### config.mk
export PLATFORM = sky130hd
export DESIGN_NAME = burst_mem_top
export DESIGN_NICKNAME = d
export VERILOG_FILES = /design/src/source/burst_mem_pkg.sv /design/src/source/burst_ram.sv /design/src/source/line_store.sv /design/src/source/burst_sequencer.sv /design/src/source/line_cache_ctrl.sv /design/src/source/burst_mem_top.sv
export SDC_FILE = /design/constraint.sdc
export NUM_CORES = 2
export LEC_CHECK = 0
export ABC_CLOCK_PERIOD_IN_PS = 23400
export BUFFER_PORTS_ARGS = -buffer_cell sky130_fd_sc_hd__buf_2
export CORE_ASPECT_RATIO = 1.5
export CORE_MARGIN = 2
export CORE_UTILIZATION = 66
export DETAILED_ROUTE_END_ITERATION = 16
export GPL_ROUTABILITY_DRIVEN = 0
export PLACE_DENSITY_LB_ADDON = 0.08
export RECOVER_POWER = 100
export SLEW_MARGIN = 20
export SYNTH_ARGS = -nofsm -noshare
export SYNTH_HDL_FRONTEND = slang
export SYNTH_HIERARCHICAL = 1
export SYNTH_SLANG_ARGS = --single-unit
### constraint.sdc
create_clock -name clk -period 23.4 [get_ports clk]
set_input_delay 4.68 -clock clk [delete_from_list [all_inputs] [get_ports clk]]
set_output_delay 4.68 -clock clk [all_outputs]
set_load 0.03 [all_outputs]
### src/source/burst_mem_pkg.sv
/*
 * shared sizes, enums and packed structs of the burst memory subsystem
 * covers the wishbone port, the cache line, the sequencer and the burst RAM
 */

package burst_mem_pkg;

  localparam int RAM_ADDR_W   = 6;   // 64 words of 64 bits
  localparam int RAM_DATA_W   = 64;
  localparam int RAM_DEPTH    = 2 ** RAM_ADDR_W;
  localparam int BURST_LEN    = 4;   // beats per burst
  localparam int INIT_CYCLES  = 10;  // calibration delay after reset
  localparam int READ_LATENCY = 6;   // accept to first valid beat
  localparam int WB_ADR_W     = 7;   // in 32-bit words
  localparam int WB_DATA_W    = 32;
  localparam int WB_SEL_W     = 4;
  localparam int TAG_W        = 4;   // line number, upper wishbone address bits

  localparam int LINE_W     = BURST_LEN * RAM_DATA_W;
  localparam int LINE_WORDS = LINE_W / WB_DATA_W;
  localparam int WORD_IDX_W = $clog2(LINE_WORDS);
  localparam int BEAT_IDX_W = $clog2(BURST_LEN);
  localparam int INIT_CNT_W = $clog2(INIT_CYCLES + 1);
  localparam int LAT_CNT_W  = $clog2(READ_LATENCY);

  typedef enum logic {CMD_READ = 1'b0, CMD_WRITE = 1'b1} ram_cmd_e;

  typedef enum logic [2:0] {INITIATE, IDLE, READ_DELAY, READ_BURST, WRITE_BURST} ram_state_e;

  typedef enum logic {SEQ_FILL, SEQ_EVICT} seq_op_e;

  typedef enum logic [2:0] {
    SEQ_IDLE, SEQ_ISSUE, SEQ_WR_BEATS, SEQ_WR_WAIT, SEQ_RD_BEATS, SEQ_DONE
  } seq_state_e;

  typedef enum logic [1:0] {CTRL_IDLE, CTRL_EVICT, CTRL_FILL} ctrl_state_e;

  typedef struct packed {
    logic                 cyc;
    logic                 stb;
    logic                 we;
    logic [WB_ADR_W-1:0]  adr;
    logic [WB_DATA_W-1:0] dat_w;
    logic [WB_SEL_W-1:0]  sel;
  } wb_req_t;

  typedef struct packed {
    logic [WB_DATA_W-1:0] dat_r;
    logic                 ack;
  } wb_rsp_t;

  typedef struct packed {
    logic                  cmd_en;
    ram_cmd_e              cmd;
    logic [RAM_ADDR_W-1:0] addr;
    logic [RAM_DATA_W-1:0] wr_data;
  } ram_req_t;

  typedef struct packed {
    logic [RAM_DATA_W-1:0] rd_data;
    logic                  rd_data_valid;
    logic                  init_calib;
    logic                  busy;
  } ram_rsp_t;

  typedef struct packed {
    logic             start;
    seq_op_e          op;
    logic [TAG_W-1:0] tag;
  } seq_req_t;

endpackage

### src/source/burst_ram.sv
/*
 * cycle-level model of an external burst RAM controller core
 * calibration delay, fixed read latency, four-beat read and write bursts
 */

module burst_ram
  import burst_mem_pkg::*;
(
  input  logic     clk,
  input  logic     rst_n,
  input  ram_req_t ram_req,
  output ram_rsp_t ram_rsp
);

  logic [RAM_DATA_W-1:0] mem [RAM_DEPTH] = '{default: '0};  // starts all zero

  ram_state_e            state;
  logic [INIT_CNT_W-1:0] init_cnt;
  logic [LAT_CNT_W-1:0]  lat_cnt;
  logic [BEAT_IDX_W-1:0] burst_cnt;
  logic [RAM_ADDR_W-1:0] addr_cnt;   // next word of the burst
  logic [RAM_DATA_W-1:0] rd_data_q;
  logic                  rd_valid_q;
  logic                  calib_q;
  logic                  busy_q;

  logic                  burst_last;
  logic                  lat_last;
  logic                  accept;
  logic                  mem_we;
  logic [RAM_ADDR_W-1:0] mem_waddr;
  logic                  rd_load;

  assign burst_last = (burst_cnt == BEAT_IDX_W'(BURST_LEN - 1));
  assign lat_last   = (lat_cnt == LAT_CNT_W'(READ_LATENCY - 1));

  // a command is taken when idle, or back to back in the last burst cycle
  assign accept = ram_req.cmd_en &&
                  (state == IDLE ||
                   ((state == READ_BURST || state == WRITE_BURST) && burst_last));

  always_comb begin
    mem_we    = 1'b0;
    mem_waddr = addr_cnt;
    if (accept && ram_req.cmd == CMD_WRITE) begin
      mem_we    = 1'b1;       // beat 0 arrives with the command
      mem_waddr = ram_req.addr;
    end else if (state == WRITE_BURST && !burst_last) begin
      mem_we = 1'b1;          // beats 1 to 3
    end
  end

  assign rd_load = (state == READ_DELAY && lat_last) ||
                   (state == READ_BURST && !burst_last);

  always_ff @(posedge clk) begin
    if (mem_we) begin
      mem[mem_waddr] <= ram_req.wr_data;
    end
    if (rd_load) begin
      rd_data_q <= mem[addr_cnt];
    end
  end

  always_ff @(posedge clk or negedge rst_n) begin
    if (!rst_n) begin
      state      <= INITIATE;
      init_cnt   <= '0;
      lat_cnt    <= '0;
      burst_cnt  <= '0;
      addr_cnt   <= '0;
      rd_valid_q <= 1'b0;
      calib_q    <= 1'b0;
      busy_q     <= 1'b1;  // busy until calibrated
    end else begin
      case (state)
        INITIATE: begin
          init_cnt <= init_cnt + 1'b1;
          if (init_cnt == INIT_CNT_W'(INIT_CYCLES)) begin
            calib_q <= 1'b1;
            busy_q  <= 1'b0;
            state   <= IDLE;
          end
        end
        IDLE: ;  // commands handled below
        READ_DELAY: begin
          lat_cnt <= lat_cnt + 1'b1;
          if (lat_last) begin
            rd_valid_q <= 1'b1;            // first beat out
            addr_cnt   <= addr_cnt + 1'b1;
            state      <= READ_BURST;
          end
        end
        READ_BURST, WRITE_BURST: begin
          burst_cnt <= burst_cnt + 1'b1;
          addr_cnt  <= addr_cnt + 1'b1;
          if (burst_last) begin
            rd_valid_q <= 1'b0;
            busy_q     <= 1'b0;
            state      <= IDLE;
          end
        end
        default: state <= INITIATE;
      endcase

      // overrides the end of a burst when a new command follows directly
      if (accept) begin
        busy_q    <= 1'b1;
        burst_cnt <= '0;
        lat_cnt   <= '0;
        if (ram_req.cmd == CMD_WRITE) begin
          addr_cnt <= ram_req.addr + 1'b1;  // beat 0 already stored
          state    <= WRITE_BURST;
        end else begin
          addr_cnt <= ram_req.addr;
          state    <= READ_DELAY;
        end
      end
    end
  end

  assign ram_rsp.rd_data       = rd_data_q;
  assign ram_rsp.rd_data_valid = rd_valid_q;
  assign ram_rsp.init_calib    = calib_q;
  assign ram_rsp.busy          = busy_q;

endmodule

### src/source/line_store.sv
/*
 * storage of the single cached line with tag, valid and dirty
 * word port with byte selects, beat port for RAM bursts
 */

module line_store
  import burst_mem_pkg::*;
(
  input  logic                  clk,
  input  logic                  rst_n,
  input  logic                  word_we,
  input  logic [WB_SEL_W-1:0]   word_sel,
  input  logic [WORD_IDX_W-1:0] word_adr,
  input  logic [WB_DATA_W-1:0]  word_wdata,
  output logic [WB_DATA_W-1:0]  word_rdata,
  input  logic                  beat_we,
  input  logic [BEAT_IDX_W-1:0] beat_idx,
  input  logic [RAM_DATA_W-1:0] beat_wdata,
  output logic [RAM_DATA_W-1:0] beat_rdata,
  input  logic                  set_tag,
  input  logic [TAG_W-1:0]      new_tag,
  input  logic                  clr_dirty,
  output logic [TAG_W-1:0]      tag,
  output logic                  valid,
  output logic                  dirty
);

  logic [LINE_W-1:0] line_q;  // word 0 sits in the low half of beat 0

  always_ff @(posedge clk) begin
    if (beat_we) begin
      line_q[beat_idx*RAM_DATA_W +: RAM_DATA_W] <= beat_wdata;
    end
    if (word_we) begin
      for (int b = 0; b < WB_SEL_W; b++) begin
        if (word_sel[b]) begin
          line_q[word_adr*WB_DATA_W + b*8 +: 8] <= word_wdata[b*8 +: 8];
        end
      end
    end
  end

  assign word_rdata = line_q[word_adr*WB_DATA_W +: WB_DATA_W];
  assign beat_rdata = line_q[beat_idx*RAM_DATA_W +: RAM_DATA_W];

  always_ff @(posedge clk or negedge rst_n) begin
    if (!rst_n) begin
      tag   <= '0;
      valid <= 1'b0;
      dirty <= 1'b0;
    end else begin
      if (set_tag) begin
        tag   <= new_tag;
        valid <= 1'b1;
      end
      if (word_we) begin
        dirty <= 1'b1;   // beat writes leave it alone
      end else if (clr_dirty) begin
        dirty <= 1'b0;   // line is back in RAM
      end
    end
  end

endmodule

### src/source/burst_sequencer.sv
/*
 * burst sequencer between the cache controller and the burst RAM
 * one fill or evict request becomes one four-beat RAM burst
 */

module burst_sequencer
  import burst_mem_pkg::*;
(
  input  logic                  clk,
  input  logic                  rst_n,
  input  seq_req_t              seq_req,
  output logic                  seq_done,
  output ram_req_t              ram_req,
  input  ram_rsp_t              ram_rsp,
  output logic                  beat_we,
  output logic [BEAT_IDX_W-1:0] beat_idx,
  output logic [RAM_DATA_W-1:0] beat_wdata,
  input  logic [RAM_DATA_W-1:0] beat_rdata
);

  seq_state_e            state;
  seq_op_e               op_q;
  logic [TAG_W-1:0]      tag_q;
  logic [BEAT_IDX_W-1:0] beat_cnt;
  logic                  issue;
  logic                  beat_last;

  // only once calibrated and with the RAM idle
  assign issue     = (state == SEQ_ISSUE) && ram_rsp.init_calib && !ram_rsp.busy;
  assign beat_last = (beat_cnt == BEAT_IDX_W'(BURST_LEN - 1));

  assign ram_req.cmd_en  = issue;
  assign ram_req.cmd     = (op_q == SEQ_EVICT) ? CMD_WRITE : CMD_READ;
  assign ram_req.addr    = {tag_q, {BEAT_IDX_W{1'b0}}};  // tag * BURST_LEN
  assign ram_req.wr_data = beat_rdata;                   // beat 0 during the issue cycle

  assign beat_idx   = beat_cnt;
  assign beat_we    = (state == SEQ_RD_BEATS) && ram_rsp.rd_data_valid;
  assign beat_wdata = ram_rsp.rd_data;

  // fill ends a cycle after the last beat, evict when busy drops
  assign seq_done = (state == SEQ_DONE) || (state == SEQ_WR_WAIT && !ram_rsp.busy);

  always_ff @(posedge clk or negedge rst_n) begin
    if (!rst_n) begin
      state    <= SEQ_IDLE;
      op_q     <= SEQ_FILL;
      tag_q    <= '0;
      beat_cnt <= '0;
    end else begin
      case (state)
        SEQ_IDLE: begin
          if (seq_req.start) begin
            op_q     <= seq_req.op;
            tag_q    <= seq_req.tag;
            beat_cnt <= '0;
            state    <= SEQ_ISSUE;
          end
        end
        SEQ_ISSUE: begin
          if (issue) begin
            if (op_q == SEQ_EVICT) begin
              beat_cnt <= beat_cnt + 1'b1;
              state    <= SEQ_WR_BEATS;
            end else begin
              state <= SEQ_RD_BEATS;
            end
          end
        end
        SEQ_WR_BEATS: begin
          beat_cnt <= beat_cnt + 1'b1;    // one beat per cycle, no stalls
          if (beat_last) begin
            state <= SEQ_WR_WAIT;
          end
        end
        SEQ_WR_WAIT: begin
          if (!ram_rsp.busy) begin
            state <= SEQ_IDLE;
          end
        end
        SEQ_RD_BEATS: begin
          if (ram_rsp.rd_data_valid) begin
            beat_cnt <= beat_cnt + 1'b1;
            if (beat_last) begin
              state <= SEQ_DONE;
            end
          end
        end
        SEQ_DONE: state <= SEQ_IDLE;
        default:  state <= SEQ_IDLE;
      endcase
    end
  end

endmodule

### src/source/line_cache_ctrl.sv
/*
 * wishbone classic slave of the one-line write-back cache
 * hit and miss detection, evict before fill, byte-select writes
 */

module line_cache_ctrl
  import burst_mem_pkg::*;
(
  input  logic                  clk,
  input  logic                  rst_n,
  input  wb_req_t               wb_i,
  output wb_rsp_t               wb_o,
  output seq_req_t              seq_req,
  input  logic                  seq_done,
  output logic                  word_we,
  output logic [WB_SEL_W-1:0]   word_sel,
  output logic [WORD_IDX_W-1:0] word_adr,
  output logic [WB_DATA_W-1:0]  word_wdata,
  input  logic [WB_DATA_W-1:0]  word_rdata,
  output logic                  set_tag,
  output logic [TAG_W-1:0]      new_tag,
  output logic                  clr_dirty,
  input  logic [TAG_W-1:0]      tag,
  input  logic                  valid,
  input  logic                  dirty
);

  ctrl_state_e          state;
  logic                 ack_q;
  logic [WB_DATA_W-1:0] dat_q;
  logic                 start_q;
  seq_op_e              op_q;
  logic [TAG_W-1:0]     seq_tag_q;

  logic                 req;
  logic                 hit;
  logic                 access;

  assign req     = wb_i.cyc && wb_i.stb && !ack_q;       // stb may linger in the ack cycle
  assign new_tag = wb_i.adr[WB_ADR_W-1 -: TAG_W];
  assign hit     = valid && (tag == new_tag);

  // served on a hit, or in the same cycle the fill completes
  assign access = (state == CTRL_IDLE && req && hit) || (state == CTRL_FILL && seq_done);

  assign word_we    = access && wb_i.we;
  assign word_sel   = wb_i.sel;
  assign word_adr   = wb_i.adr[WORD_IDX_W-1:0];
  assign word_wdata = wb_i.dat_w;
  assign set_tag    = (state == CTRL_FILL) && seq_done;
  assign clr_dirty  = (state == CTRL_EVICT) && seq_done;

  assign wb_o.dat_r = dat_q;
  assign wb_o.ack   = ack_q;

  assign seq_req.start = start_q;
  assign seq_req.op    = op_q;
  assign seq_req.tag   = seq_tag_q;

  always_ff @(posedge clk) begin
    if (access) begin
      dat_q <= word_rdata;
    end
  end

  always_ff @(posedge clk or negedge rst_n) begin
    if (!rst_n) begin
      state     <= CTRL_IDLE;
      ack_q     <= 1'b0;
      start_q   <= 1'b0;
      op_q      <= SEQ_FILL;
      seq_tag_q <= '0;
    end else begin
      ack_q   <= access;  // single-cycle pulse
      start_q <= 1'b0;
      case (state)
        CTRL_IDLE: begin
          if (req && !hit) begin
            start_q <= 1'b1;
            if (valid && dirty) begin
              op_q      <= SEQ_EVICT;   // old line goes back first
              seq_tag_q <= tag;
              state     <= CTRL_EVICT;
            end else begin
              op_q      <= SEQ_FILL;
              seq_tag_q <= new_tag;
              state     <= CTRL_FILL;
            end
          end
        end
        CTRL_EVICT: begin
          if (seq_done) begin
            start_q   <= 1'b1;
            op_q      <= SEQ_FILL;
            seq_tag_q <= new_tag;
            state     <= CTRL_FILL;
          end
        end
        CTRL_FILL: begin
          if (seq_done) begin
            state <= CTRL_IDLE;
          end
        end
        default: state <= CTRL_IDLE;
      endcase
    end
  end

endmodule

### src/source/burst_mem_top.sv
/*
 * top level of the burst memory subsystem
 * cache controller, line store, burst sequencer and burst RAM model
 */

module burst_mem_top
  import burst_mem_pkg::*;
(
  input  logic    clk,
  input  logic    rst_n,
  input  wb_req_t wb_i,
  output wb_rsp_t wb_o
);

  seq_req_t              seq_req;
  logic                  seq_done;
  ram_req_t              ram_req;
  ram_rsp_t              ram_rsp;

  // word and meta port, controller side
  logic                  word_we;
  logic [WB_SEL_W-1:0]   word_sel;
  logic [WORD_IDX_W-1:0] word_adr;
  logic [WB_DATA_W-1:0]  word_wdata;
  logic [WB_DATA_W-1:0]  word_rdata;
  logic                  set_tag;
  logic [TAG_W-1:0]      new_tag;
  logic                  clr_dirty;
  logic [TAG_W-1:0]      tag;
  logic                  valid;
  logic                  dirty;

  // beat port, sequencer side
  logic                  beat_we;
  logic [BEAT_IDX_W-1:0] beat_idx;
  logic [RAM_DATA_W-1:0] beat_wdata;
  logic [RAM_DATA_W-1:0] beat_rdata;

  line_cache_ctrl ctrl_i (
    .clk, .rst_n, .wb_i, .wb_o, .seq_req, .seq_done,
    .word_we, .word_sel, .word_adr, .word_wdata, .word_rdata,
    .set_tag, .new_tag, .clr_dirty, .tag, .valid, .dirty
  );

  line_store store_i (
    .clk, .rst_n, .word_we, .word_sel, .word_adr, .word_wdata, .word_rdata,
    .beat_we, .beat_idx, .beat_wdata, .beat_rdata,
    .set_tag, .new_tag, .clr_dirty, .tag, .valid, .dirty
  );

  burst_sequencer seq_i (
    .clk, .rst_n, .seq_req, .seq_done, .ram_req, .ram_rsp,
    .beat_we, .beat_idx, .beat_wdata, .beat_rdata
  );

  burst_ram ram_i (
    .clk, .rst_n, .ram_req, .ram_rsp
  );

endmodule

==> Yosys cells after proc, flatten, opt, wreduce, memory -nomap -nowiden <==
Memory sizes are Yosys's and may differ from the RTL's. A register that Yosys moved wholly into a read port is not among the register bits.
Cells that the tools add are included.
Widths: inputs -> output; s select.
{ "totals": {"word_cells": 203, "latchBits": 0, "mem_bits_ro": 0, "out_inout_bits": 33, "in_bits": 48, "ff_bits": 334, "ramBits": 4096, "memories": 1} }
{ "op_classes": {"n_reduce_logical": 51, "n_bitwise": 0, "n_shift": 12, "n_lt_le_gt_ge": 0, "n_eq_ne": 32, "muxes": 71, "mul": 0, "n_addsub": 14, "div": 0} }
{ "memory_table": {"columns": ["memory", "depth", "width", "read_ports", "rd_ports_with_merged_regs", "write_ports", "line", "source"], "rows": [
  ["ram_i.mem", 64, 64, 1, 1, 1, "burst_ram.sv:15", "logic [RAM_DATA_W-1:0] mem [RAM_DEPTH] = '{default: '0};"]
]} }
{ "ops": {"columns": ["operator", "n"], "rows": [
  ["$mux 256", 9],
  ["$bwmux 256", 5],
  ["$shift 8x34->256 const A", 4],
  ["$shiftx 8x34->256", 4],
  ["$shift 64x34->256 const A", 1],
  ["$shiftx 256x9->32", 1],
  ["$shiftx 256x9->64", 1],
  ["$shiftx 64x34->256", 1],
  ["$neg 32->34", 3],
  ["$neg 8->34", 2],
  ["$mux 3", 14],
  ["$mux 6", 4],
  ["$logic_and 1x1->1", 20],
  ["$mux 2", 10],
  ["$ne 2x1->1 const B", 10],
  ["$add 8x5->9 const B", 2],
  ["$mux 1", 16],
  ["$pmux 3 s5", 1],
  ["$add 6x1->6 const B", 2],
  ["$eq 3x2->1 const B", 4],
  ["$eq 3x3->1 const B", 4],
  ["$mux 4", 3],
  ["$pmux 3 s4", 1],
  ["$pmux 6 s2", 1],
  ["28 further kinds", 57]
]} }

==> Depth between registers and ports, before layout <==
{ "logic_depth": {"ltp_word": 16, "ltp_mapped": 13, "mapped_depth_nobuf": 9} }

==> By module <==
The synthesis kept the hierarchy.
{ "by_module_without_submodules": {"columns": ["module", "n_inst", "area_per_inst_um2", "cells_each", "seq_area_each_um2"], "rows": [
  ["burst_ram", 1, 160093.5, 7189, 125446.6],
  ["line_store", 1, 14712.9, 1392, 5275.1],
  ["line_cache_ctrl", 1, 1824.2, 124, 1186.1],
  ["burst_sequencer", 1, 1615.3, 190, 250.2]
]} }

==> Least setup slack after synthesis <==
Ideal clock, no wire load.
{ "synth_timing": {"path_type": "flip-flop to flip-flop", "startpoint": "reg ram_i.addr_cnt[0]", "endpoint": "mem ram_i.mem[63][0], enable pin", "arrival_ns": 7.920, "path_stages_with_launch": 11, "slack_ns": 14.835, "setup_ns": 0.645, "synth_period_minus_slack_ns": 8.565, "required_ns": 22.755, "path_cell_list": "dfrtp_1 buf_6 buf_12 buf_8 buf_6 buf_6 buf_6 buf_6 a21boi_1 clkbuf_1 nor4_1"} }
{ "synth_via": {"elab_chain_cells": 1} }
{ "synth_lines": {"columns": ["element", "line", "source"], "rows": [
  ["start: declaration", "burst_ram.sv:21", "logic [RAM_ADDR_W-1:0] addr_cnt;"],
  ["start signal: assignment", "burst_ram.sv:90", "addr_cnt <= addr_cnt + 1'b1;"],
  ["start signal: assignment", "burst_ram.sv:96", "addr_cnt <= addr_cnt + 1'b1;"],
  ["start signal: assignment", "burst_ram.sv:112", "addr_cnt <= ram_req.addr + 1'b1;"],
  ["$mux 6", "burst_ram.sv:45", "if (accept && ram_req.cmd == CMD_WRITE) begin"],
  ["end: declaration", "burst_ram.sv:15", null]
]} }
No other way between the ends.

==> flow_summary.yaml <==
min_path:
  min_path_type: "reg2reg"
placement:
  place_inst: 12100
  hpwlAfterDp_um: 292000
  place.port_buffers: 80
setup_path:
  cp_cell_sequence: "clkbuf_1, clkinvlp_2, nor2_1, clkbuf_1, clkbuf_1, a2111oi_0, o31ai_1"
  worstReg2RegEnd: "ram_i/rd_data_q[33]"
  reg2reg_from: "ram_i/addr_cnt[2]"
  crit_path_end_kind: "flop"
  path_buf_inv: 4
  startpoint: "ram_i/addr_cnt[2]"
  worst-setup-path-type: "reg2reg"
  cp_num_cells: 7
  reg2regPathDepth: 7
  critPathMaxStageDelay_ns: 4.21
  required_ns: 24.02
  critical_path_arrival_ns: 16.39
  setup.worst_path.end: "ram_i/rd_data_q[33]"
  crit_family: "buffers and inverters"
  ff2ff_setup_slack_ns: 7.63
  worstSetupStartpointType: "flop"
  slowest_stage: "clkinvlp_2"
  cp_max_fo: 55
  cp_common_cell: "clkbuf_1"
sta:
  finalHoldViolations: 0
  setup_viol: 0
  min_period_ns: 15.77
  fin_setup_tns_ns: 0
  max_slew_margin_pct: -474
  fin_skew_ns: 0.0471
  worstMarginPinSlew_ns: 8.61
  fmax_ghz: 0.0634
  fin_crit_sh_pct: 67.4
  drv_slew: 7218
  rsz0062_at_grt: "no"
routing:
  avgRoutedWirePerCell_um: 41.3
  drtAntennaViolNets: 0
  drtIter0Drc: 15800
  dr_total_vias: 97200
  wl_um: 531000
  vias_per_cell: 7.57
  drc: 0
  first_pass_iters: 6
clock_tree:
  clkTransAtPathRegs_ns: 0.07
  cts_root_buf: "clkbuf_16"
  cts_resized: 0
  cts-buffers-inserted: 398
  cts_setup_buffers: 0
  cts_tree: "built"
  clock-sinks: 4494
  clockBufferDepth: 4
  clock_latency_ns: 0.93
  ctsHtreeMaxLevel: 5
  hold_buffers: 0
job:
  cap_violations: 217
die:
  dieArea_um2: 274000
  row_count: 233
  num_io_pins: 81
  start_util_pct: 66.4
  die_w_um: 428
  core_um2: 268000
  dieHeight_um: 640
synth:
  syn_area_um2: 178000
  ys_types: 92
  synth_edf_count: 4192
  ys_seq_elements: 4494
  avgSynthCellArea_um2: 20.0
  yosys.area.top_type: "edfxtp_1"
  synth_top_area_share_pct: 70.6
  yosysSeqAreaShare_pct: 74.1
  ys_async_sr_fraction_pct: 1.02
  synth_top_flop_cell: "edfxtp_1"
  synth_area_leaders: "edfxtp_1 71%, mux4_2 13%, mux2i_1 3.1%, dfxtp_1 2.9%, buf_4 1.0%"
  syn_inst: 8895
  ys_warn_count: 6
grt:
  antenna_found_initial: 28
  overflow: 0
  track_usage_pct: 38.8
  grt_pass1_vias: 95800
  grt_max_degree: 119
  grt_pass1_wl_um: 734000
status:
  outcome: "finished with violations"
  violations: "max-capacitance violations, max-slew violations"
cells_and_area:
  post-route-util_pct: 72.2
  stdcell_count: 12800
  fin_nets: 9056
  synthToLayoutAreaGrowth_pct: 8.72
  layout-drive-gt1-share_pct: 20.2
power_and_ir_drop:
  leakage_nw: 62.0
  total_power_mw: 25.9
  peakVddDrop_uv: 108
  p_per_area_nw_per_um2: 134
## cells in the mapped netlist (all sizes together) (33+ instances only)
library cell,count
a2111oi,33
a211o,63
a21oi,239
a221oi,100
a22oi,188
buf,506
clkbuf,225
dfrtp,45
dfxtp,256
edfxtp,4192
mux2,50
mux2i,548
mux4,1042
nand2,467
nor2,221
nor3,42
nor4,33
o21ai,68
o221ai,88
o22ai,159
## metal layers
| metal | GRT usage [%] | share of wire (%) | vias to the layer above | routed length, um |
|---|---|---|---|---|
| li1 | - | - | 37000 | - |
| met1 | 49.7 | 32 | 50600 | 167000 |
| met2 | 62.2 | 48 | 7904 | 255000 |
| met3 | 9.14 | 14 | 1770 | 72200 |
| met4 | 21.5 | 6.8 | 14 | 36100 |
| met5 | 0 | 0.018 | - | 94 |
## power breakdown
group,total (mW),switching [mW],leakage (nW),internal [mW]
Clock,6.73,2.89,6.44,3.84
Sequential,11.3,0.441,39.9,10.8
Combinational,7.90,5.21,15.7,2.68
## sequential cells by signal, summed over array words and instances (netlist names), 2 cells and up
name and count:
ram_i/addr_cnt 6, seq_i/state 3, ram_i/state 3, ram_i/rd_data_q 64, ram_i/burst_cnt 2, store_i/line_q 256
ram_i/lat_cnt 3, ram_i/mem 4096, seq_i/tag_q 4, ctrl_i/dat_q 32, ctrl_i/state 2, seq_i/beat_idx 2
store_i/tag 4, ram_i/init_cnt 4, ctrl_i/seq_tag_q 4
## per-stage QoR
step	instance area [um^2]	hold WS, ns	setup WS, ns
2_1_floorplan	178000	0.432	14.83
3_3_place_gp	182000	0.464	14.99
3_5_place_dp	182000	0.475	14.83
4_1_cts	195000	0.488	15.81
5_1_grt	194000	0.519	8.15
6_report	194000	0.489	7.63
## cell type report
type                    count  area (um^2)
flip-flops and latches   4494       132000
fillers                 15600        74700
multi-input cells        3649        41600
clock buffers             483        10600
well taps                3525         4410
clock inverters           236         2590
repair buffers            423         2220
inverters                  22         96.3
diodes                     13         32.5
## placed cells by master, fill, tap and decap left out, drive strengths merged, types with 10 or more instances in the layout
master,n
a22oi,188
a211oi,10
a221oi,100
mux2i,548
clkbuf,754
nor3b,10
clkinvlp,16
a2111oi,33
nand3,32
and3,10
nor2,221
edfxtp,4192
diode,13
a221o,20
dfxtp,256
a21oi,239
a211o,63
dfrtp,45
o21ai,68
o22ai,159
nand2b,17
inv,28
mux4,1042
ha,20
o221ai,88
o32ai,23
buf,152
nor2b,15
bufinv,56
a22o,17
xnor2,17
nand2,467
nor4,33
nor3,42
clkinv,158
o31ai,16
mux2,50
## worst min path at each step
stage / cells after the start / startpoint / slack, ns / to
6_report: 1 / ram_i/init_cnt[3] / 0.49 / ram_i/init_cnt[3]
5_1_grt: 1 / ram_i/init_cnt[3] / 0.52 / ram_i/init_cnt[3]
4_1_cts: 1 / ram_i/init_cnt[3] / 0.49 / ram_i/init_cnt[3]
3_5_place_dp: 1 / ram_i/init_cnt[3] / 0.47 / ram_i/init_cnt[3]
3_3_place_gp: 1 / ram_i/init_cnt[3] / 0.46 / ram_i/init_cnt[3]
2_1_floorplan: 2 / ram_i/calib_q / 0.43 / ram_i/calib_q
## kinds of logic after synthesis
group | share of synthesized area, %
flops | 74.1
mux | 16.6
compound gates | 4.30
simple gates | 2.23
buf+inv | 2.51
xor+xnor | 0.113
fa+ha+maj | 0.140
other cells | 0.00210
Power figures use the tool's default switching activity.
